$ cat src/verilog/c64_loader_pkg.sv
// Shared widths and CRT layout for the loader; CRT constants follow the standard cartridge image format
`default_nettype none

package c64_loader_pkg;

	// ==================================================
	// Widths
	// ==================================================

	typedef logic [24:0] mem_addr_t;
	typedef logic [7:0]  mem_data_t;
	typedef logic [7:0]  dl_index_t;
	typedef logic [24:0] dl_offset_t;
	typedef logic [15:0] bank_word_t;
	typedef logic [31:0] blk_len_t;

	// ==================================================
	// Download file types
	// ==================================================

	localparam dl_index_t IDX_PRG     = 8'd4;
	localparam dl_index_t IDX_CRT     = 8'd5;
	localparam dl_index_t IDX_CRT_ALT = 8'hC0;

	// ==================================================
	// CRT image layout
	// ==================================================

	// Cartridge payload lives above the 1 MB mark
	localparam mem_addr_t CRT_LOAD_BASE  = 25'h100000;
	localparam int        CRT_ALIGN_BITS = 13;

	// File header fields
	localparam dl_offset_t CRT_OFS_ID_HI = 25'h16;
	localparam dl_offset_t CRT_OFS_ID_LO = 25'h17;
	localparam dl_offset_t CRT_OFS_EXROM = 25'h18;
	localparam dl_offset_t CRT_OFS_GAME  = 25'h19;
	localparam dl_offset_t CRT_OFS_CHIPS = 25'h40;

	// Size of each CHIP packet header
	localparam int CHIP_HDR_LEN = 16;

	// Where the parser stands inside the chip packet stream
	typedef enum logic [1:0] {
		CHIP_SEEK,
		CHIP_HEADER,
		CHIP_DATA
	} chip_phase_t;

endpackage

`default_nettype wire
$ cat src/verilog/c64_loader_top.sv
// Single clock domain; host must hold its byte while dl_wait_o is high
`timescale 1ns/10ps
`default_nettype none

module c64_loader_top #(
	parameter int FIFO_DEPTH = 4
) (
	input  wire                             clk_sys,
	input  wire                             reset_n,
	// Host download port
	input  wire                             dl_active_i,
	input  wire  c64_loader_pkg::dl_index_t  dl_index_i,
	input  wire                             dl_wr_i,
	input  wire  c64_loader_pkg::dl_offset_t dl_offset_i,
	input  wire  c64_loader_pkg::mem_data_t  dl_data_i,
	output wire                             dl_wait_o,
	// Cartridge status
	output wire  c64_loader_pkg::bank_word_t cart_id_o,
	output wire  c64_loader_pkg::mem_data_t  cart_exrom_o,
	output wire  c64_loader_pkg::mem_data_t  cart_game_o,
	output wire                             bank_valid_o,
	output wire  c64_loader_pkg::mem_data_t  bank_type_o,
	output wire  c64_loader_pkg::bank_word_t bank_num_o,
	output wire  c64_loader_pkg::bank_word_t bank_laddr_o,
	output wire  c64_loader_pkg::bank_word_t bank_size_o,
	output wire  c64_loader_pkg::mem_addr_t  bank_raddr_o,
	output wire                             cart_attached_o,
	// Wishbone master
	output wire                             wb_cyc_o,
	output wire                             wb_stb_o,
	output wire                             wb_we_o,
	output wire  c64_loader_pkg::mem_addr_t  wb_adr_o,
	output wire  c64_loader_pkg::mem_data_t  wb_dat_o,
	input  wire                             wb_ack_i
);

	wire                            push;
	wire c64_loader_pkg::mem_addr_t push_addr;
	wire c64_loader_pkg::mem_data_t push_data;
	wire                            pop;
	wire c64_loader_pkg::mem_addr_t head_addr;
	wire c64_loader_pkg::mem_data_t head_data;
	wire                            fifo_empty;

	download_parser parser0 (
		.clk_sys(clk_sys), .reset_n(reset_n),
		.dl_active_i(dl_active_i), .dl_index_i(dl_index_i), .dl_wr_i(dl_wr_i),
		.dl_offset_i(dl_offset_i), .dl_data_i(dl_data_i), .dl_wait_i(dl_wait_o),
		.push_o(push), .push_addr_o(push_addr), .push_data_o(push_data),
		.cart_id_o(cart_id_o), .cart_exrom_o(cart_exrom_o), .cart_game_o(cart_game_o),
		.bank_valid_o(bank_valid_o), .bank_type_o(bank_type_o), .bank_num_o(bank_num_o),
		.bank_laddr_o(bank_laddr_o), .bank_size_o(bank_size_o),
		.bank_raddr_o(bank_raddr_o), .cart_attached_o(cart_attached_o)
	);

	// Full flag doubles as the host stall
	write_fifo #(.FIFO_DEPTH(FIFO_DEPTH)) fifo0 (
		.clk_sys(clk_sys), .reset_n(reset_n),
		.push_i(push), .push_addr_i(push_addr), .push_data_i(push_data),
		.pop_i(pop), .head_addr_o(head_addr), .head_data_o(head_data),
		.empty_o(fifo_empty), .full_o(dl_wait_o)
	);

	wb_mem_writer writer0 (
		.clk_sys(clk_sys), .reset_n(reset_n),
		.empty_i(fifo_empty), .head_addr_i(head_addr), .head_data_i(head_data),
		.pop_o(pop), .wb_cyc_o(wb_cyc_o), .wb_stb_o(wb_stb_o), .wb_we_o(wb_we_o),
		.wb_adr_o(wb_adr_o), .wb_dat_o(wb_dat_o), .wb_ack_i(wb_ack_i)
	);

endmodule

`default_nettype wire

$ cat src/verilog/wb_mem_writer.sv
// Wishbone classic single writes only; one idle cycle always follows each acknowledge
`timescale 1ns/10ps
`default_nettype none

module wb_mem_writer (
	input  wire                            clk_sys,
	input  wire                            reset_n,
	input  wire                            empty_i,
	input  wire c64_loader_pkg::mem_addr_t  head_addr_i,
	input  wire c64_loader_pkg::mem_data_t  head_data_i,
	output logic                           pop_o,
	output logic                           wb_cyc_o,
	output logic                           wb_stb_o,
	output logic                           wb_we_o,
	output c64_loader_pkg::mem_addr_t       wb_adr_o,
	output c64_loader_pkg::mem_data_t       wb_dat_o,
	input  wire                            wb_ack_i
);

	typedef enum logic {
		ST_IDLE,
		ST_BUSY
	} wr_state_t;

	wr_state_t state;

	// ==================================================
	// Bus cycle FSM
	// ==================================================

	always_ff @(posedge clk_sys) begin
		if (!reset_n) begin
			state <= ST_IDLE;
		end else begin
			case (state)
				ST_IDLE: if (!empty_i) state <= ST_BUSY;
				ST_BUSY: if (wb_ack_i) state <= ST_IDLE;
				default: state <= ST_IDLE;
			endcase
		end
	end

	// Head entry is held for the whole cycle
	always_ff @(posedge clk_sys) begin
		if (state == ST_IDLE && !empty_i) begin
			wb_adr_o <= head_addr_i;
			wb_dat_o <= head_data_i;
		end
	end

	assign wb_cyc_o = (state == ST_BUSY);
	assign wb_stb_o = (state == ST_BUSY);
	assign wb_we_o  = (state == ST_BUSY);
	// Entry leaves the FIFO on the ack edge
	assign pop_o    = (state == ST_BUSY) && wb_ack_i;

	a_hold_until_ack: assert property (@(posedge clk_sys) disable iff (!reset_n)
		(wb_stb_o && !wb_ack_i) |=> (wb_stb_o && $stable(wb_adr_o) && $stable(wb_dat_o)))
		else $error("wb_mem_writer: request changed before ack");

endmodule

`default_nettype wire

$ cat src/verilog/write_fifo.sv
// FIFO_DEPTH must be a power of two of at least 2; full_o already counts a push in flight
`timescale 1ns/10ps
`default_nettype none

module write_fifo #(
	parameter int FIFO_DEPTH = 4
) (
	input  wire                            clk_sys,
	input  wire                            reset_n,
	input  wire                            push_i,
	input  wire c64_loader_pkg::mem_addr_t  push_addr_i,
	input  wire c64_loader_pkg::mem_data_t  push_data_i,
	input  wire                            pop_i,
	output c64_loader_pkg::mem_addr_t       head_addr_o,
	output c64_loader_pkg::mem_data_t       head_data_o,
	output logic                           empty_o,
	output logic                           full_o
);

	localparam int PTR_W = $clog2(FIFO_DEPTH);
	localparam logic [PTR_W:0] CNT_FULL = (PTR_W + 1)'(FIFO_DEPTH);

	c64_loader_pkg::mem_addr_t addr_mem [FIFO_DEPTH];
	c64_loader_pkg::mem_data_t data_mem [FIFO_DEPTH];

	logic [PTR_W-1:0] wr_ptr;
	logic [PTR_W-1:0] rd_ptr;
	logic [PTR_W:0]   count;

	// Storage
	always_ff @(posedge clk_sys) begin
		if (push_i) begin
			addr_mem[wr_ptr] <= push_addr_i;
			data_mem[wr_ptr] <= push_data_i;
		end
	end

	// Pointers wrap on their own since the depth is a power of two
	always_ff @(posedge clk_sys) begin
		if (!reset_n) begin
			wr_ptr <= '0;
			rd_ptr <= '0;
			count  <= '0;
		end else begin
			if (push_i)
				wr_ptr <= wr_ptr + 1'b1;
			if (pop_i)
				rd_ptr <= rd_ptr + 1'b1;
			case ({push_i, pop_i})
				2'b10:   count <= count + 1'b1;
				2'b01:   count <= count - 1'b1;
				default: count <= count;
			endcase
		end
	end

	assign head_addr_o = addr_mem[rd_ptr];
	assign head_data_o = data_mem[rd_ptr];
	assign empty_o     = (count == '0);
	// The producer pushes one cycle after it takes a byte
	// so the last free slot counts as taken while that push is pending
	assign full_o      = (count == CNT_FULL) || (push_i && count == CNT_FULL - 1'b1);

	a_no_overflow: assert property (@(posedge clk_sys) disable iff (!reset_n)
		push_i |-> (count != CNT_FULL))
		else $error("write_fifo: push into a full FIFO");

	a_no_underflow: assert property (@(posedge clk_sys) disable iff (!reset_n)
		pop_i |-> !empty_o)
		else $error("write_fifo: pop from an empty FIFO");

endmodule

`default_nettype wire

$ cat src/verilog/download_parser.sv
// Accepts bytes whenever dl_wr_i is high and dl_wait_i low; CRT packets must be at least 16 bytes long
`timescale 1ns/10ps
`default_nettype none

module download_parser (
	input  wire                             clk_sys,
	input  wire                             reset_n,
	input  wire                             dl_active_i,
	input  wire  c64_loader_pkg::dl_index_t  dl_index_i,
	input  wire                             dl_wr_i,
	input  wire  c64_loader_pkg::dl_offset_t dl_offset_i,
	input  wire  c64_loader_pkg::mem_data_t  dl_data_i,
	input  wire                             dl_wait_i,
	output logic                            push_o,
	output c64_loader_pkg::mem_addr_t        push_addr_o,
	output c64_loader_pkg::mem_data_t        push_data_o,
	output c64_loader_pkg::bank_word_t       cart_id_o,
	output c64_loader_pkg::mem_data_t        cart_exrom_o,
	output c64_loader_pkg::mem_data_t        cart_game_o,
	output logic                            bank_valid_o,
	output c64_loader_pkg::mem_data_t        bank_type_o,
	output c64_loader_pkg::bank_word_t       bank_num_o,
	output c64_loader_pkg::bank_word_t       bank_laddr_o,
	output c64_loader_pkg::bank_word_t       bank_size_o,
	output c64_loader_pkg::mem_addr_t        bank_raddr_o,
	output logic                            cart_attached_o
);

	localparam c64_loader_pkg::mem_addr_t ALIGN_MASK =
		c64_loader_pkg::mem_addr_t'((1 << c64_loader_pkg::CRT_ALIGN_BITS) - 1);
	localparam logic [3:0] HDR_LAST = 4'(c64_loader_pkg::CHIP_HDR_LEN - 1);

	c64_loader_pkg::mem_addr_t   load_addr;
	c64_loader_pkg::blk_len_t    blk_len;
	c64_loader_pkg::chip_phase_t phase;
	logic [3:0]                  hdr_cnt;
	logic                        dl_active_d;

	logic accept;
	logic is_prg;
	logic is_crt;
	logic crt_byte;
	logic chip_byte;
	logic seek_byte;
	logic hdr_byte;
	logic data_byte;
	logic prg_data;
	logic wr_byte;

	// ==================================================
	// Byte decode
	// ==================================================

	assign accept    = dl_wr_i && !dl_wait_i;
	assign is_prg    = (dl_index_i == c64_loader_pkg::IDX_PRG);
	assign is_crt    = (dl_index_i == c64_loader_pkg::IDX_CRT) ||
	                   (dl_index_i == c64_loader_pkg::IDX_CRT_ALT);
	assign crt_byte  = accept && is_crt;
	assign chip_byte = crt_byte && (dl_offset_i >= c64_loader_pkg::CRT_OFS_CHIPS);
	assign seek_byte = chip_byte && (phase == c64_loader_pkg::CHIP_SEEK);
	assign hdr_byte  = chip_byte && (phase == c64_loader_pkg::CHIP_HEADER);
	assign data_byte = chip_byte && (phase == c64_loader_pkg::CHIP_DATA);
	// First two PRG bytes are the load address
	assign prg_data  = accept && is_prg && (dl_offset_i > 25'd1);
	assign wr_byte   = prg_data || data_byte;

	// ==================================================
	// Control state
	// ==================================================

	always_ff @(posedge clk_sys) begin
		if (!reset_n) begin
			push_o          <= 1'b0;
			bank_valid_o    <= 1'b0;
			cart_attached_o <= 1'b0;
			dl_active_d     <= 1'b0;
			phase           <= c64_loader_pkg::CHIP_SEEK;
			hdr_cnt         <= '0;
		end else begin
			push_o       <= wr_byte;
			bank_valid_o <= hdr_byte && (hdr_cnt == HDR_LAST);
			dl_active_d  <= dl_active_i;

			// Start of download clears the mark, end of download sets it
			if (dl_active_d != dl_active_i && is_crt)
				cart_attached_o <= dl_active_d;

			if (crt_byte && dl_offset_i == '0) begin
				phase   <= c64_loader_pkg::CHIP_SEEK;
				hdr_cnt <= '0;
			end else if (seek_byte) begin
				phase   <= c64_loader_pkg::CHIP_HEADER;
				hdr_cnt <= 4'd1;
			end else if (hdr_byte) begin
				hdr_cnt <= hdr_cnt + 4'd1;
				// An empty packet goes straight to the next header
				if (hdr_cnt == HDR_LAST)
					phase <= (blk_len == '0) ? c64_loader_pkg::CHIP_SEEK
					                         : c64_loader_pkg::CHIP_DATA;
			end else if (data_byte && blk_len == 32'd1) begin
				phase <= c64_loader_pkg::CHIP_SEEK;
			end
		end
	end

	// ==================================================
	// Addresses, lengths and header fields
	// ==================================================

	always_ff @(posedge clk_sys) begin
		if (wr_byte) begin
			push_addr_o <= load_addr;
			push_data_o <= dl_data_i;
			load_addr   <= load_addr + 25'd1;
		end

		if (accept && is_prg && dl_offset_i == '0)
			load_addr <= {17'd0, dl_data_i};
		if (accept && is_prg && dl_offset_i == 25'd1)
			load_addr[15:8] <= dl_data_i;

		if (crt_byte) begin
			if (dl_offset_i == '0) begin
				load_addr <= c64_loader_pkg::CRT_LOAD_BASE;
				blk_len   <= '0;
			end
			if (dl_offset_i == c64_loader_pkg::CRT_OFS_ID_HI) cart_id_o[15:8] <= dl_data_i;
			if (dl_offset_i == c64_loader_pkg::CRT_OFS_ID_LO) cart_id_o[7:0]  <= dl_data_i;
			if (dl_offset_i == c64_loader_pkg::CRT_OFS_EXROM) cart_exrom_o    <= dl_data_i;
			if (dl_offset_i == c64_loader_pkg::CRT_OFS_GAME)  cart_game_o     <= dl_data_i;
		end

		// Round up to the next 8 KB boundary
		if (seek_byte && (load_addr & ALIGN_MASK) != '0)
			load_addr <= (load_addr | ALIGN_MASK) + 25'd1;

		if (hdr_byte) begin
			case (hdr_cnt)
				4'd4:  blk_len[31:24]     <= dl_data_i;
				4'd5:  blk_len[23:16]     <= dl_data_i;
				4'd6:  blk_len[15:8]      <= dl_data_i;
				4'd7:  blk_len[7:0]       <= dl_data_i;
				4'd8:  blk_len <= blk_len - 32'(c64_loader_pkg::CHIP_HDR_LEN);
				4'd9:  bank_type_o        <= dl_data_i;
				4'd10: bank_num_o[15:8]   <= dl_data_i;
				4'd11: bank_num_o[7:0]    <= dl_data_i;
				4'd12: bank_laddr_o[15:8] <= dl_data_i;
				4'd13: bank_laddr_o[7:0]  <= dl_data_i;
				4'd14: bank_size_o[15:8]  <= dl_data_i;
				4'd15: begin
					bank_size_o[7:0] <= dl_data_i;
					bank_raddr_o     <= load_addr;
				end
				default: ;
			endcase
		end

		if (data_byte)
			blk_len <= blk_len - 32'd1;
	end

	// A stalled host keeps offering the same byte until it is taken
	a_host_holds: assert property (@(posedge clk_sys) disable iff (!reset_n)
		(dl_wr_i && dl_wait_i) |=> (dl_wr_i && $stable(dl_offset_i) && $stable(dl_data_i)))
		else $error("download_parser: host changed its byte while stalled");

endmodule

`default_nettype wire

$ cat config.mk
export PLATFORM = sky130hd
export DESIGN_NAME = c64_loader_top
export DESIGN_NICKNAME = d
export VERILOG_FILES = /design/src/verilog/c64_loader_pkg.sv /design/src/verilog/c64_loader_top.sv /design/src/verilog/wb_mem_writer.sv /design/src/verilog/write_fifo.sv /design/src/verilog/download_parser.sv
export SDC_FILE = /design/constraint.sdc
export NUM_CORES = 1
export LEC_CHECK = 0
export ABC_AREA = 1
export CAP_MARGIN = 20
export CORE_MARGIN = 1
export CORE_UTILIZATION = 33
export CTS_CLUSTER_SIZE = 28
export DETAILED_ROUTE_END_ITERATION = 12
export DONT_BUFFER_PORTS = 1
export GPL_TIMING_DRIVEN = 0
export HOLD_SLACK_MARGIN = 0.06
export PLACE_DENSITY = 0.54
export SETUP_SLACK_MARGIN = 0.02
export SLEW_MARGIN = 15
export SYNTH_ARGS = -nofsm -noshare
export SYNTH_HDL_FRONTEND = slang
export SYNTH_SLANG_ARGS = --single-unit
$ cat constraint.sdc
create_clock -name clk_sys -period 4.3 [get_ports clk_sys]
set_input_delay 1.29 -clock clk_sys [delete_from_list [all_inputs] [get_ports clk_sys]]
set_output_delay 1.29 -clock clk_sys [all_outputs]
set_load 0.05 [all_outputs]
* Yosys cells after proc, flatten, opt, wreduce, memory -nomap -nowiden
Memories as Yosys holds them, arrays and structs flattened. A register that Yosys moved wholly into a read port is not among the register bits.
Cells that the tools add are included.
** Operators by class
- Equal/unequal tests :: 30
- Bitwise logic cells :: 2
- Reductions and logical operators :: 47
- Mux-type cells :: 27
- Add/subtract/negate cells :: 9
- $lt $le $gt $ge :: 2
** Operators with widths (number)
- 2-to-1 mux 32 bit :: 4
- 2-to-1 mux 25 bit :: 5
- == test 25 x 5 -> 1 bit (second input constant) :: 4
- one-hot mux 8 bit (2 select lines) :: 4
- adder 25 x 1 -> 25 bit (second input constant) :: 2
- == test 32 x 1 -> 1 bit (second input constant) :: 1
- == test 4 bit (second input constant) :: 8
- logical NOT 32 bit :: 1
- subtractor 32 x 1 -> 32 bit (second input constant) :: 1
- subtractor 32 x 5 -> 32 bit (second input constant) :: 1
- AND reduction 2 bit :: 13
- == test 25 x 1 -> 1 bit (second input constant) :: 1
- greater-or-equal comparator 25 x 7 -> 1 bit (second input constant) :: 1
- greater-than comparator 25 x 1 -> 1 bit (second input constant) :: 1
- logical NOT 25 bit :: 1
- nonzero test 25 bit :: 1
- logical AND 1 bit :: 18
- == test 4 x 3 -> 1 bit (second input constant) :: 4
- == test 8 x 3 -> 1 bit (second input constant) :: 2
- == test 8 bit (second input constant) :: 1
- 2-to-1 mux 2 bit :: 4
- 2-to-1 mux 8 bit :: 1
- 2-to-1 mux 1 bit :: 7
- one-hot mux 3 bit (2 select lines) :: 1
- other kinds (21) :: 30
** Word-level totals
- Register bits after elaboration :: 221
- Word-level logic and storage cells :: 147
- Memories :: 2
- Bits in writable memories :: 132
** Memories
- fifo0.addr_mem :: words 4, width 25, read ports 1, clocked after memory_dff 1, wr ports 1, RTL line write_fifo.sv:23 : c64_loader_pkg::mem_addr_t addr_mem [FIFO_DEPTH];
- fifo0.data_mem :: words 4, width 8, read ports 1, clocked after memory_dff 1, wr ports 1, RTL line write_fifo.sv:24 : c64_loader_pkg::mem_data_t data_mem [FIFO_DEPTH];

* Logic depth before layout (Yosys ltp)
Gate-level depths: netlist of run 1.
- Depth after elaboration :: 15
- Depth in mapped cells :: 15
- Gate-level depth less buffers :: 15

* Modules after synthesis
From an unflattened synthesis of run 1, not the netlist that was laid out.
** Second synthesis, totals
- Cells, all modules :: 1696
- Area, all modules :: 17249.0 um^2
** By module, submodules not included
- download_parser :: seq. area each 5765.5 um^2, area each 10826.6 um^2, cells an instance 1276, times used 1
- write_fifo :: seq. area each 4144.0 um^2, area each 5370.2 um^2, cells an instance 377, times used 1
- wb_mem_writer :: seq. area each 1011.0 um^2, area each 1052.3 um^2, cells an instance 43, times used 1

* Least setup slack after synthesis of run 1
No wires, ideal clock.
- Kind :: input-to-reg
- From :: input port dl_index_i[4]
- To :: register parser0.bank_raddr_o[0], enable pin
- Stages on the path :: 13
- Setup slack :: 0.941 ns
- Arrival :: 2.972 ns
- Cells stage by stage :: inv_1 nand2_1 nor2_2 nand3_1 nand2_1 nand2_1 nor2_2 nand2_1 nor2_1 inv_1 nor2_1 nand2_1 inv_1
** On the way
- Longest elaborated chain between the ends :: 6
- Elaborated cells between the ends (all ways) :: 7
** Ends and longest elaborated chain
- start, declared :: RTL line c64_loader_top.sv:12 : input wire c64_loader_pkg::dl_index_t dl_index_i,
- == test 8 x 3 -> 1 bit or == test 8 bit (tied branches) :: RTL line download_parser.sv:56, download_parser.sv:57
- logical OR 1 bit * :: RTL line download_parser.sv:56 : assign is_crt = (dl_index_i == c64_loader_pkg::IDX_CRT) ||
- logical AND 1 bit * :: RTL line download_parser.sv:58 : assign crt_byte = accept && is_crt;
- logical AND 1 bit * :: RTL line download_parser.sv:59 : assign chip_byte = crt_byte && (dl_offset_i >= c64_loader_pkg::CRT_OFS_CHIPS);
- logical AND 1 bit * :: RTL line download_parser.sv:61 : assign hdr_byte = chip_byte && (phase == c64_loader_pkg::CHIP_HEADER);
- AND reduction 2 bit (no source line) *
- end signal, assigned :: RTL line download_parser.sv:152 : bank_raddr_o <= load_addr;
- end, declared :: RTL line download_parser.sv:25 : output c64_loader_pkg::mem_addr_t bank_raddr_o,
Mark *: on every way between the ends. The rest lies on a longest branch, timed or not.
A chain may end at the register's enable or synchronous reset.

* Worst setup path in the final report of run 1
- From :: input port dl_offset_i[8]
- To :: register parser0.bank_num_o[6], enable pin
** On the way
- Longest elaborated chain between the ends :: 4
** Ends and longest elaborated chain
- start, declared :: RTL line c64_loader_top.sv:14 : input wire c64_loader_pkg::dl_offset_t dl_offset_i,
- greater-or-equal comparator 25 x 7 -> 1 bit :: RTL line download_parser.sv:59
- logical AND 1 bit :: RTL line download_parser.sv:59
- logical AND 1 bit :: RTL line download_parser.sv:61
- AND reduction 2 bit (no source line)
- end signal, assigned :: RTL line download_parser.sv:146 : 4'd11: bank_num_o[7:0] <= dl_data_i;
- end, declared :: RTL line download_parser.sv:22 : output c64_loader_pkg::bank_word_t bank_num_o,
Every way passes these cells.

==> results.py, run 1 <==
metrics = {
    "outcome": {
        "status": "finished clean",
    },
    "global_route": {
        "grt_use_total": 0.184,
        "antenna_found_initial": 0,
        "grt_max_degree": 40,
        "globalRoute.totalOverflow": 0,
        "grt_pass1_wl_um": 73300,
        "grt_pass1_vias": 11900,
    },
    "die": {
        "die_area_um2": 52800,
        "rows": 83,
        "core_um2": 51300,
        "io_pins": 198,
        "start_util": 0.334,
        "fp.dieH_um": 230,
        "die_x_um": 230,
    },
    "finish": {
        "layout_common_cells": "nand2_1, edfxtp_1, nor2_1",
        "nFillCells": 5084,
        "final_core_util": 0.383,
        "area_delta_synth_final_pct": 14.7,
        "ff_latch_area_um2": 10900,
        "fin_area_um2": 19600,
        "instances_no_fill": 2476,
        "nets": 1822,
        "antenna_cells_inserted": 0,
        "multi_input_area_um2": 5430,
        "final_common_cell": "nand2_1",
        "drive_above_1_share": 0.0852,
    },
    "clocking": {
        "cts-htree-levels": 2,
        "clock_latency_ns": 0.58,
        "ctsLongestPathBuffers": 3,
        "cts_buffers": 44,
        "cts_sinks": 386,
        "clk_pin_slew_ns": 0.05,
        "cts_tree": "built",
        "root_buffer": "clkbuf_16",
        "cts_resized": 0,
        "ctsHoldBuffers": 0,
        "postCtsSetupBuffers": 0,
    },
    "logic_synthesis": {
        "synth-async-reset-ratio": 0,
        "ys_top_cells_by_area": "edfxtp_1, dfxtp_1, nand2_1, nor2_1, o21ai_0",
        "ys.flop_type": "edfxtp_1",
        "synth_edf_count": 315,
        "yosysTopAreaCellShare": 0.553,
        "synthDistinctLibCells": 46,
        "synth.yosys.seq_area_share": 0.636,
        "synth_top_cell_by_area": "edfxtp_1",
        "syn_area_um2": 17100,
        "synth.avg_cell_area_um2": 10.0,
        "synth_nets": 1766,
        "ys_warn_count": 0,
        "postSynthCellCount": 1704,
        "ys_seq_elements": 386,
    },
    "timing": {
        "setup_violations": 0,
        "finClkSkew_ns": 0.0343,
        "fin_crit_sh": 0.762,
        "rsz0062_at_grt": "false",
        "period_minus_slack_ns": 3.28,
        "hold_viol": 0,
        "drv_slew": 0,
        "max-slew-margin-rel": 0.281,
        "tightest_slew_ns": 1.07,
        "tns_ns": 0,
        "max_freq_mhz": 305,
    },
    "placed_design": {
        "dpl-instance-area_um2": 18100,
        "dp_hpwl_um": 34200,
        "post-place-cells": 2392,
        "numPortBuffers": 0,
        "gp_congestion": 0.930,
    },
    "power": {
        "finalPower_mw": 8.25,
        "p_switching_mw": 1.86,
        "power_density_nw_per_um2": 421,
        "switching_share": 0.226,
        "clock_power_share": 0.460,
        "ir_drop_mv": 0.266,
        "p_int_mw": 6.39,
        "p_leak_nw": 7.46,
        "power_frac_comb": 0.035,
        "seq_power_share": 0.505,
    },
    "critical_path": {
        "endpoint_kind": "register",
        "worst-path-max-fanout": 8,
        "path_cells": "nor2_1, nand2_1, nor2_1, nand3_1, inv_2, nor2_2, nand2_1, nor2_1, inv_1, nor2_1, nand2_1, nor2_1",
        "slowest_stage": "nor2_1",
        "cp.required_ns": 4.47,
        "arrival_ns": 3.45,
        "slowest_delay_ns": 0.74,
        "cp_num_buf_inv": 2,
        "crit_family": "simple AND/OR/NAND/NOR gates",
        "crit_top_cell": "nor2_1",
        "start_kind": "primary input",
        "crit_type": "primary input to register",
    },
    "routing": {
        "ant_nets": 0,
        "wirelength_um": 49300,
        "drc": 0,
        "wl_per_cell_um": 19.9,
        "viasPerCell": 5.03,
        "dr.pass1.iters": 5,
        "dr.first_iter.drc_count": 964,
        "vias": 12500,
    },
    "hold_path": {
        "hp-class": "register to register",
    },
    "flow_run": {
        "maxCapViolations": 0,
    },
}
-- cell type report --
cell class	instances	share of cell area
repair buffers	10	0.00791
clock buffers	49	0.0581
inverters	165	0.0317
plain buffers	43	0.0108
well taps	680	0.0434
multi-input cells	1110	0.277
clock inverters	33	0.0172
flip-flops and latches	386	0.554
-- power groups by stage --
stage | combinational, mW | clock, mW | sequential [mW]
final | 0.285 | 3.80 | 4.17
after global routing | 0.326 | 4.01 | 4.17
after CTS | 0.284 | 3.88 | 4.17
after detailed placement | 0.281 | 0 | 4.25
after global placement | 0.280 | 0 | 4.25
after floorplan | 0.216 | 0 | 4.20
-- sequential cells by signal, indices dropped and copies added, names as in the netlist, 25 cells and up --
| signal | count |
|---|---|
| parser0.push_addr_o | 25 |
| parser0.load_addr | 25 |
| parser0.bank_raddr_o | 25 |
| writer0.wb_adr_o | 25 |
| fifo0.data_mem | 32 |
| fifo0.addr_mem | 100 |
| parser0.blk_len | 32 |
-- stage by stage --
step	hold WS (ns)	setup WS, ns
global placement	0.442	-0.170
floorplan	0.420	0.941
finish	0.475	1.02
CTS	0.481	1.06
detailed placement	0.466	0.484
global route	0.505	0.780
-- kinds of logic (layout without fill, tap and decap cells) --
| logic type | after synthesis | in the layout | synth area share |
|---|---|---|---|
| fa+ha+maj | 16 | 16 | 0.0121 |
| buf+inv | 208 | 300 | 0.0487 |
| compound gates | 274 | 274 | 0.0853 |
| xor+xnor | 39 | 39 | 0.0200 |
| flops | 386 | 386 | 0.636 |
| simple gates | 781 | 781 | 0.198 |
-- cell usage after synthesis, types with 4 or more instances --
library cell / number
xor2_1: 35
clkbuf_1: 25
o21ai_0: 163
a21oi_1: 46
inv_1: 155
nor2_1: 249
or2_2: 9
buf_4: 6
inv_2: 9
nand3_1: 107
edfxtp_1: 315
dfxtp_1: 71
xnor2_1: 4
a31oi_1: 4
nand2_1: 328
nand4_1: 22
nor2_2: 12
ha_1: 15
o22ai_1: 40
nand2_2: 6
nor3_1: 19
o21ai_1: 8
nor4_1: 4
nand3_2: 4
nand3b_1: 4
buf_2: 10
-- tightest hold or removal path: cells and delay by family (launching register included) --
kind	cells	cell delay, ns
DFF	1	0.31
and+or+nand+nor	1	0.09
AOI/OAI and AO/OA	1	0.04
-- per-layer routing --
metal	track usage	wire (µm)
met4	0.0671	1460
met3	0.0289	2880
met2	0.323	24800
met5	0	0
met1	0.228	20200
-- worst paths after layout --
path                                   from  slack (ns)                              endpoint  cells after the start
min reg2reg  parser0.dl_active_d$_SDFF_PN0_        0.48  parser0.cart_attached_o$_SDFFE_PN0P_                      2
max                          dl_offset_i[8]        1.02       parser0.bank_num_o[6]$_DFFE_PP_                     12
min          parser0.dl_active_d$_SDFF_PN0_        0.48  parser0.cart_attached_o$_SDFFE_PN0P_                      2
max reg2reg       parser0.push_o$_SDFF_PN0_        1.49       parser0.bank_num_o[6]$_DFFE_PP_                     13
(Power assumes the default switching activity.)
==> inputs of run 2 (changes only) <==
Settings changed: PLACE_DENSITY 0.54 to 0.55.
Clock period 4.3 ns to 2.8 ns, I/O delays scaled along.
==> results.py, run 2 (synthesis results as in run 1) <==
metrics = {
    "die": {
        "fp.dieH_um": 230,
        "start_util": 0.334,
        "io_pins": 198,
        "die_x_um": 230,
        "rows": 83,
        "die_area_um2": 52800,
        "core_um2": 51300,
    },
    "power": {
        "power_density_nw_per_um2": 627,
        "p_switching_mw": 2.80,
        "p_leak_nw": 7.39,
        "p_int_mw": 9.45,
        "ir_drop_mv": 0.408,
        "seq_power_share": 0.522,
        "power_frac_comb": 0.036,
        "clock_power_share": 0.443,
        "switching_share": 0.229,
    },
    "routing": {
        "ant_nets": 0,
        "dr.pass1.iters": 9,
        "dr.first_iter.drc_count": 1017,
        "viasPerCell": 5.05,
        "wirelength_um": 49200,
        "wl_per_cell_um": 19.9,
        "vias": 12500,
        "drc": 2,
    },
    "timing": {
        "finClkSkew_ns": 0.0180,
        "rsz0062_at_grt": "true",
        "holdWs_ns": 0.360,
        "fin_crit_sh": 0.956,
        "tightest_slew_ns": 0.777,
        "drv_slew": 0,
        "setup_violations": 0,
        "hold_viol": 0,
        "max_freq_mhz": 374,
        "period_minus_slack_ns": 2.68,
        "max-slew-margin-rel": 0.481,
    },
    "finish": {
        "largest_register": "fifo0.addr_mem",
        "nFillCells": 5101,
        "area_delta_synth_final_pct": 14.2,
        "nets": 1821,
        "antenna_cells_inserted": 0,
        "final_common_cell": "nand2_1",
        "reg_top3": "fifo0.addr_mem x100, fifo0.data_mem x32, parser0.blk_len x32",
        "final_core_util": 0.381,
        "fin_area_um2": 19500,
        "drive_above_1_share": 0.0882,
        "instances_no_fill": 2471,
        "largest_reg_flops": 100,
        "layout_common_cells": "nand2_1, edfxtp_1, nor2_1",
    },
    "clocking": {
        "ctsLongestPathBuffers": 3,
        "cts_tree": "built",
        "cts_buffers": 42,
        "cts-htree-levels": 2,
        "clk_pin_slew_ns": 0.06,
        "root_buffer": "clkbuf_16",
        "cts_sinks": 386,
        "clock_latency_ns": 0.58,
    },
    "critical_path": {
        "start_kind": "primary input",
        "startpoint": "dl_index_i[4]",
        "crit_family": "simple AND/OR/NAND/NOR gates",
        "cp.required_ns": 3.00,
        "endpoint_kind": "register",
        "reg2reg_from": "parser0.push_o$_SDFF_PN0_",
        "crit_type": "primary input to register",
        "slowest_stage": "nor2_1",
        "slowest_delay_ns": 0.57,
        "path_cells": "inv_1, nand2_1, nor2_2, nand3_1, nand2_1, nand2_1, nor2_2, nand2_1, nor2_1, buf_4, nand2_1, nor2_1",
        "cp_num_buf_inv": 2,
        "setup.worst_path.end": "parser0.bank_size_o[9]$_DFFE_PP_",
        "r2r_cells": 12,
        "r2r_slack_ns": 0.19,
        "cp.depth": 12,
        "arrival_ns": 2.88,
        "rr_endpoint": "parser0.bank_size_o[9]$_DFFE_PP_",
        "worst-path-max-fanout": 10,
        "crit_top_cell": "nand2_1",
    },
    "placed_design": {
        "numPortBuffers": 0,
        "dp_hpwl_um": 34000,
        "gp_congestion": 0.953,
        "dpl-instance-area_um2": 18100,
        "post-place-cells": 2391,
    },
    "hold_path": {
        "hp-class": "primary input to register",
    },
    "outcome": {
        "violations": "design-rule violations",
        "status": "complete, but fails checks",
    },
    "global_route": {
        "grt_pass1_wl_um": 73600,
        "antenna_found_initial": 3,
        "grt_use_total": 0.184,
        "globalRoute.totalOverflow": 0,
        "grt_max_degree": 40,
        "grt_pass1_vias": 12200,
    },
    "flow_run": {
        "maxCapViolations": 0,
    },
}
-- run 2: layout make-up --
class                   instances  area, µm²  area share
well taps                     680        851      0.0435
flip-flops and latches        386      10900       0.557
repair inverters                1       7.51    0.000384
clock buffers                  49       1080      0.0551
multi-input cells            1110       5460       0.279
plain buffers                  43        211      0.0108
clock inverters                27        264      0.0135
inverters                     165        626      0.0320
repair buffers                 10        170     0.00871
-- run 2: worst min path at each step --
stage,from,to,slack [ns],cells after the start
after floorplan,parser0.load_addr[8]$_SDFF_PP0_,parser0.bank_raddr_o[8]$_DFFE_PP_,0.42,0
after global placement,parser0.dl_active_d$_SDFF_PN0_,parser0.cart_attached_o$_SDFFE_PN0P_,0.44,2
after detailed placement,parser0.dl_active_d$_SDFF_PN0_,parser0.cart_attached_o$_SDFFE_PN0P_,0.45,2
after CTS,dl_data_i[4],parser0.bank_num_o[12]$_DFFE_PP_,0.32,0
after global routing,dl_data_i[4],parser0.push_data_o[4]$_DFFE_PN_,0.33,0
final,dl_data_i[2],parser0.bank_size_o[10]$_DFFE_PP_,0.36,0
-- run 2: timing repair --
action / 4_1_cts / 5_1_grt
gates resized for setup: 1 / 6
setup endpoints to repair: 33 / 109
cloned: 1 / 0
buffers inserted: 0 / 3
pin swaps: 0 / 0
hold buffers: 0 / 0
-- run 2: routing by layer --
metal | vias to the layer above | track usage | part of all wire
met4 | 0 | 0.0737 | 0.034
li1 | 5948 | - | -
met3 | 103 | 0.0430 | 0.073
met1 | 5947 | 0.244 | 0.44
met2 | 483 | 0.291 | 0.45
met5 | - | 0 | 0
-- run 2: power groups by stage --
stage	sequential, mW	combinational [mW]	clock (mW)
after floorplan	6.45	0.332	0
after global placement	6.52	0.424	0
after detailed placement	6.52	0.427	0
after CTS	6.40	0.431	5.56
after global routing	6.40	0.493	5.74
final	6.39	0.436	5.43
-- run 2: through the flow --
step                      power (mW)  TNS [ns]  setup WS [ns]
after floorplan                 6.78         0         0.0315
after global placement          6.94   -112.24          -1.15
after detailed placement        6.95    -59.50         -0.682
after CTS                       12.4   -0.0498       -0.00453
after global routing            12.6     -1.55         -0.106
final                           12.3         0          0.123
==> inputs of run 3 (changes only) <==
Settings changed: ABC_AREA 1 to 0.
==> results.py, run 3 <==
metrics = {
    "logic_synthesis": {
        "synthDistinctLibCells": 73,
        "yosysTopAreaCellShare": 0.618,
        "synth_nets": 1089,
        "syn_area_um2": 15300,
        "synth_top_cell_by_area": "edfxtp_1",
        "yosys.cell_count.top_type": "edfxtp_1",
        "ys.flop_type": "edfxtp_1",
        "ys_warn_count": 0,
        "ys_top_cells_by_area": "edfxtp_1, dfxtp_1, mux4_2, nand2_1, nor2_1",
        "synth.yosys.seq_area_share": 0.711,
        "postSynthCellCount": 1027,
        "synth-async-reset-ratio": 0,
        "synth.avg_cell_area_um2": 14.9,
        "ys_seq_elements": 386,
        "synthTopCellsByCount": "edfxtp_1, dfxtp_1, nand2_1, nor2_1, nor3_1",
        "synth_edf_count": 315,
    },
    "critical_path": {
        "slowest_stage": "or4_1",
        "start_kind": "register",
        "slowest_delay_ns": 0.50,
        "rr_endpoint": "parser0.load_addr[21]$_DFF_P_",
        "path_cells": "and4b_2, nor2_4, buf_12, inv_6, a2111oi_4, buf_4, o2111ai_2, and2_1, clkbuf_2, or4_1, a21oi_2",
        "r2r_cells": 11,
        "cp.required_ns": 3.29,
        "startpoint": "parser0.push_o$_SDFF_PN0_",
        "endpoint_kind": "register",
        "reg2reg_from": "parser0.push_o$_SDFF_PN0_",
        "worst-path-max-fanout": 8,
        "arrival_ns": 3.27,
        "r2r_slack_ns": 0.02,
        "crit_type": "register to register",
        "setup.worst_path.end": "parser0.load_addr[21]$_DFF_P_",
    },
    "routing": {
        "wirelength_um": 38600,
        "vias": 9067,
        "wl_per_cell_um": 22.4,
        "viasPerCell": 5.26,
        "drc": 0,
        "dr.pass1.iters": 5,
        "ant_nets": 0,
        "dr.first_iter.drc_count": 722,
    },
    "power": {
        "finalPower_mw": 11.8,
        "p_leak_nw": 5.91,
        "p_int_mw": 9.52,
        "clock_power_share": 0.471,
        "power_frac_comb": 0.006,
        "seq_power_share": 0.524,
        "p_switching_mw": 2.28,
        "switching_share": 0.193,
        "ir_drop_mv": 0.477,
        "power_density_nw_per_um2": 649,
    },
    "global_route": {
        "antenna_found_initial": 0,
        "grt_pass1_vias": 9247,
        "globalRoute.totalOverflow": 0,
        "grt_pass1_wl_um": 57400,
        "grt_use_total": 0.163,
        "grt_max_degree": 28,
    },
    "clocking": {
        "ctsHoldBuffers": 0,
        "clock_latency_ns": 0.56,
        "cts_tree": "built",
        "cts_sinks": 386,
        "cts-htree-levels": 2,
        "ctsLongestPathBuffers": 3,
        "cts_buffers": 41,
        "clk_pin_slew_ns": 0.06,
        "root_buffer": "clkbuf_16",
    },
    "timing": {
        "rsz0062_at_grt": "true",
        "hold_viol": 0,
        "fin_crit_sh": 0.993,
        "worst_slack_ns": 0.0192,
        "drv_slew": 0,
        "max_freq_mhz": 360,
        "tns_ns": 0,
        "period_minus_slack_ns": 2.78,
        "finClkSkew_ns": 0.0126,
        "tightest_slew_ns": 0.979,
        "max-slew-margin-rel": 0.343,
        "holdWs_ns": 0.381,
        "setup_violations": 0,
    },
    "placed_design": {
        "post-place-cells": 1633,
        "dp_hpwl_um": 25500,
        "dpl-instance-area_um2": 16300,
        "post-place-ws_ns": -1.28,
        "numPortBuffers": 0,
        "gp_congestion": 0.864,
    },
    "finish": {
        "reg_top3": "fifo0.addr_mem x100, fifo0.data_mem x32, parser0.blk_len x32",
        "final_core_util": 0.399,
        "ff_latch_area_um2": 10900,
        "drive_above_1_share": 0.180,
        "largest_register": "fifo0.addr_mem",
        "nets": 1156,
        "multi_input_area_um2": 4520,
        "nFillCells": 4163,
        "instances_no_fill": 1725,
        "largest_reg_flops": 100,
        "antenna_cells_inserted": 0,
        "layout_common_cells": "edfxtp_1, dfxtp_1, nand2_1",
        "fin_area_um2": 18200,
        "final_common_cell": "edfxtp_1",
        "area_delta_synth_final_pct": 18.7,
    },
    "die": {
        "fp.dieH_um": 217,
        "die_x_um": 217,
        "io_pins": 198,
        "start_util": 0.336,
        "core_um2": 45600,
        "die_area_um2": 47300,
        "rows": 78,
    },
    "flow_run": {
        "maxCapViolations": 0,
    },
    "outcome": {
        "status": "finished clean",
    },
    "hold_path": {
        "hp-class": "primary input to register",
    },
}
-- run 3: cell count changes after synthesis, sizes merged, moves of 21 or more --
cell,change
inv,-134
mux4,+33
nand2,-270
nand3,-79
nor2,-202
nor3,+21
o21ai,-139
o22ai,-36
-- run 3: final cells by class --
class | instances | share of cell area
Buffer | 37 | 0.0106
Clock buffer | 52 | 0.0599
Clock inverter | 22 | 0.0162
Inverter | 31 | 0.00688
Multi-Input combinational cell | 571 | 0.249
Sequential cell | 386 | 0.599
Tap cell | 600 | 0.0413
Timing Repair Buffer | 25 | 0.0171
Timing Repair inverter | 1 | 0.000413
-- run 3: timing repair --
action                                  4_1_cts  5_1_grt
buffers inserted                             13        5
endpoints found under the setup margin      214      150
gates cloned                                  2        0
pin swaps                                     6        4
gates resized for setup                      34       25
-- run 3: power groups by stage --
stage	sequential [mW]	clock (mW)	combinational [mW]
finish	6.18	5.55	0.0689
CTS	6.18	5.68	0.0694
global route	6.18	5.88	0.0782
global placement	6.30	0	0.0662
floorplan	6.29	0	0.0524
detailed placement	6.30	0	0.0671
-- run 3: how the worst min path moves through the flow --
| stage | end | depth (start not counted) | start | slack, ns |
|---|---|---|---|---|
| 2_1_floorplan | parser0.blk_len[21]$_DFF_P_ | 2 | parser0.blk_len[21]$_DFF_P_ | 0.44 |
| 3_3_place_gp | parser0.blk_len[21]$_DFF_P_ | 2 | parser0.blk_len[21]$_DFF_P_ | 0.46 |
| 3_5_place_dp | parser0.blk_len[21]$_DFF_P_ | 2 | parser0.blk_len[21]$_DFF_P_ | 0.46 |
| 4_1_cts | parser0.bank_num_o[7]$_DFFE_PP_ | 0 | dl_data_i[7] | 0.35 |
| 5_1_grt | parser0.bank_size_o[15]$_DFFE_PP_ | 0 | dl_data_i[7] | 0.35 |
| 6_report | parser0.bank_size_o[15]$_DFFE_PP_ | 0 | dl_data_i[7] | 0.38 |
-- run 3: layer usage --
layer  share of wire  vias up  track usage
met1            0.41     4546        0.203
met2            0.49      301        0.275
met5               0        -            0
li1                -     4136            -
met3           0.065       84       0.0382
met4           0.033        0       0.0655
-- run 3: kinds of logic (layout without fill, tap and decap cells) --
kind of cell | count (synthesis) | in the layout | synth area share
flops | 386 | 386 | 0.711
simple gates | 308 | 308 | 0.104
compound gates | 167 | 167 | 0.0775
buf+inv | 70 | 168 | 0.0182
xor+xnor | 42 | 42 | 0.0240
mux | 38 | 38 | 0.0518
fa+ha+maj | 16 | 16 | 0.0136
-- run 3: worst max-delay path: cells and delay by family (launching register included) --
family                 cells  cell delay [ns]
buffers and inverters      4             0.55
AOI/OAI and AO/OA          3             0.62
DFF                        1             0.37
and+or+nand+nor            4             1.15
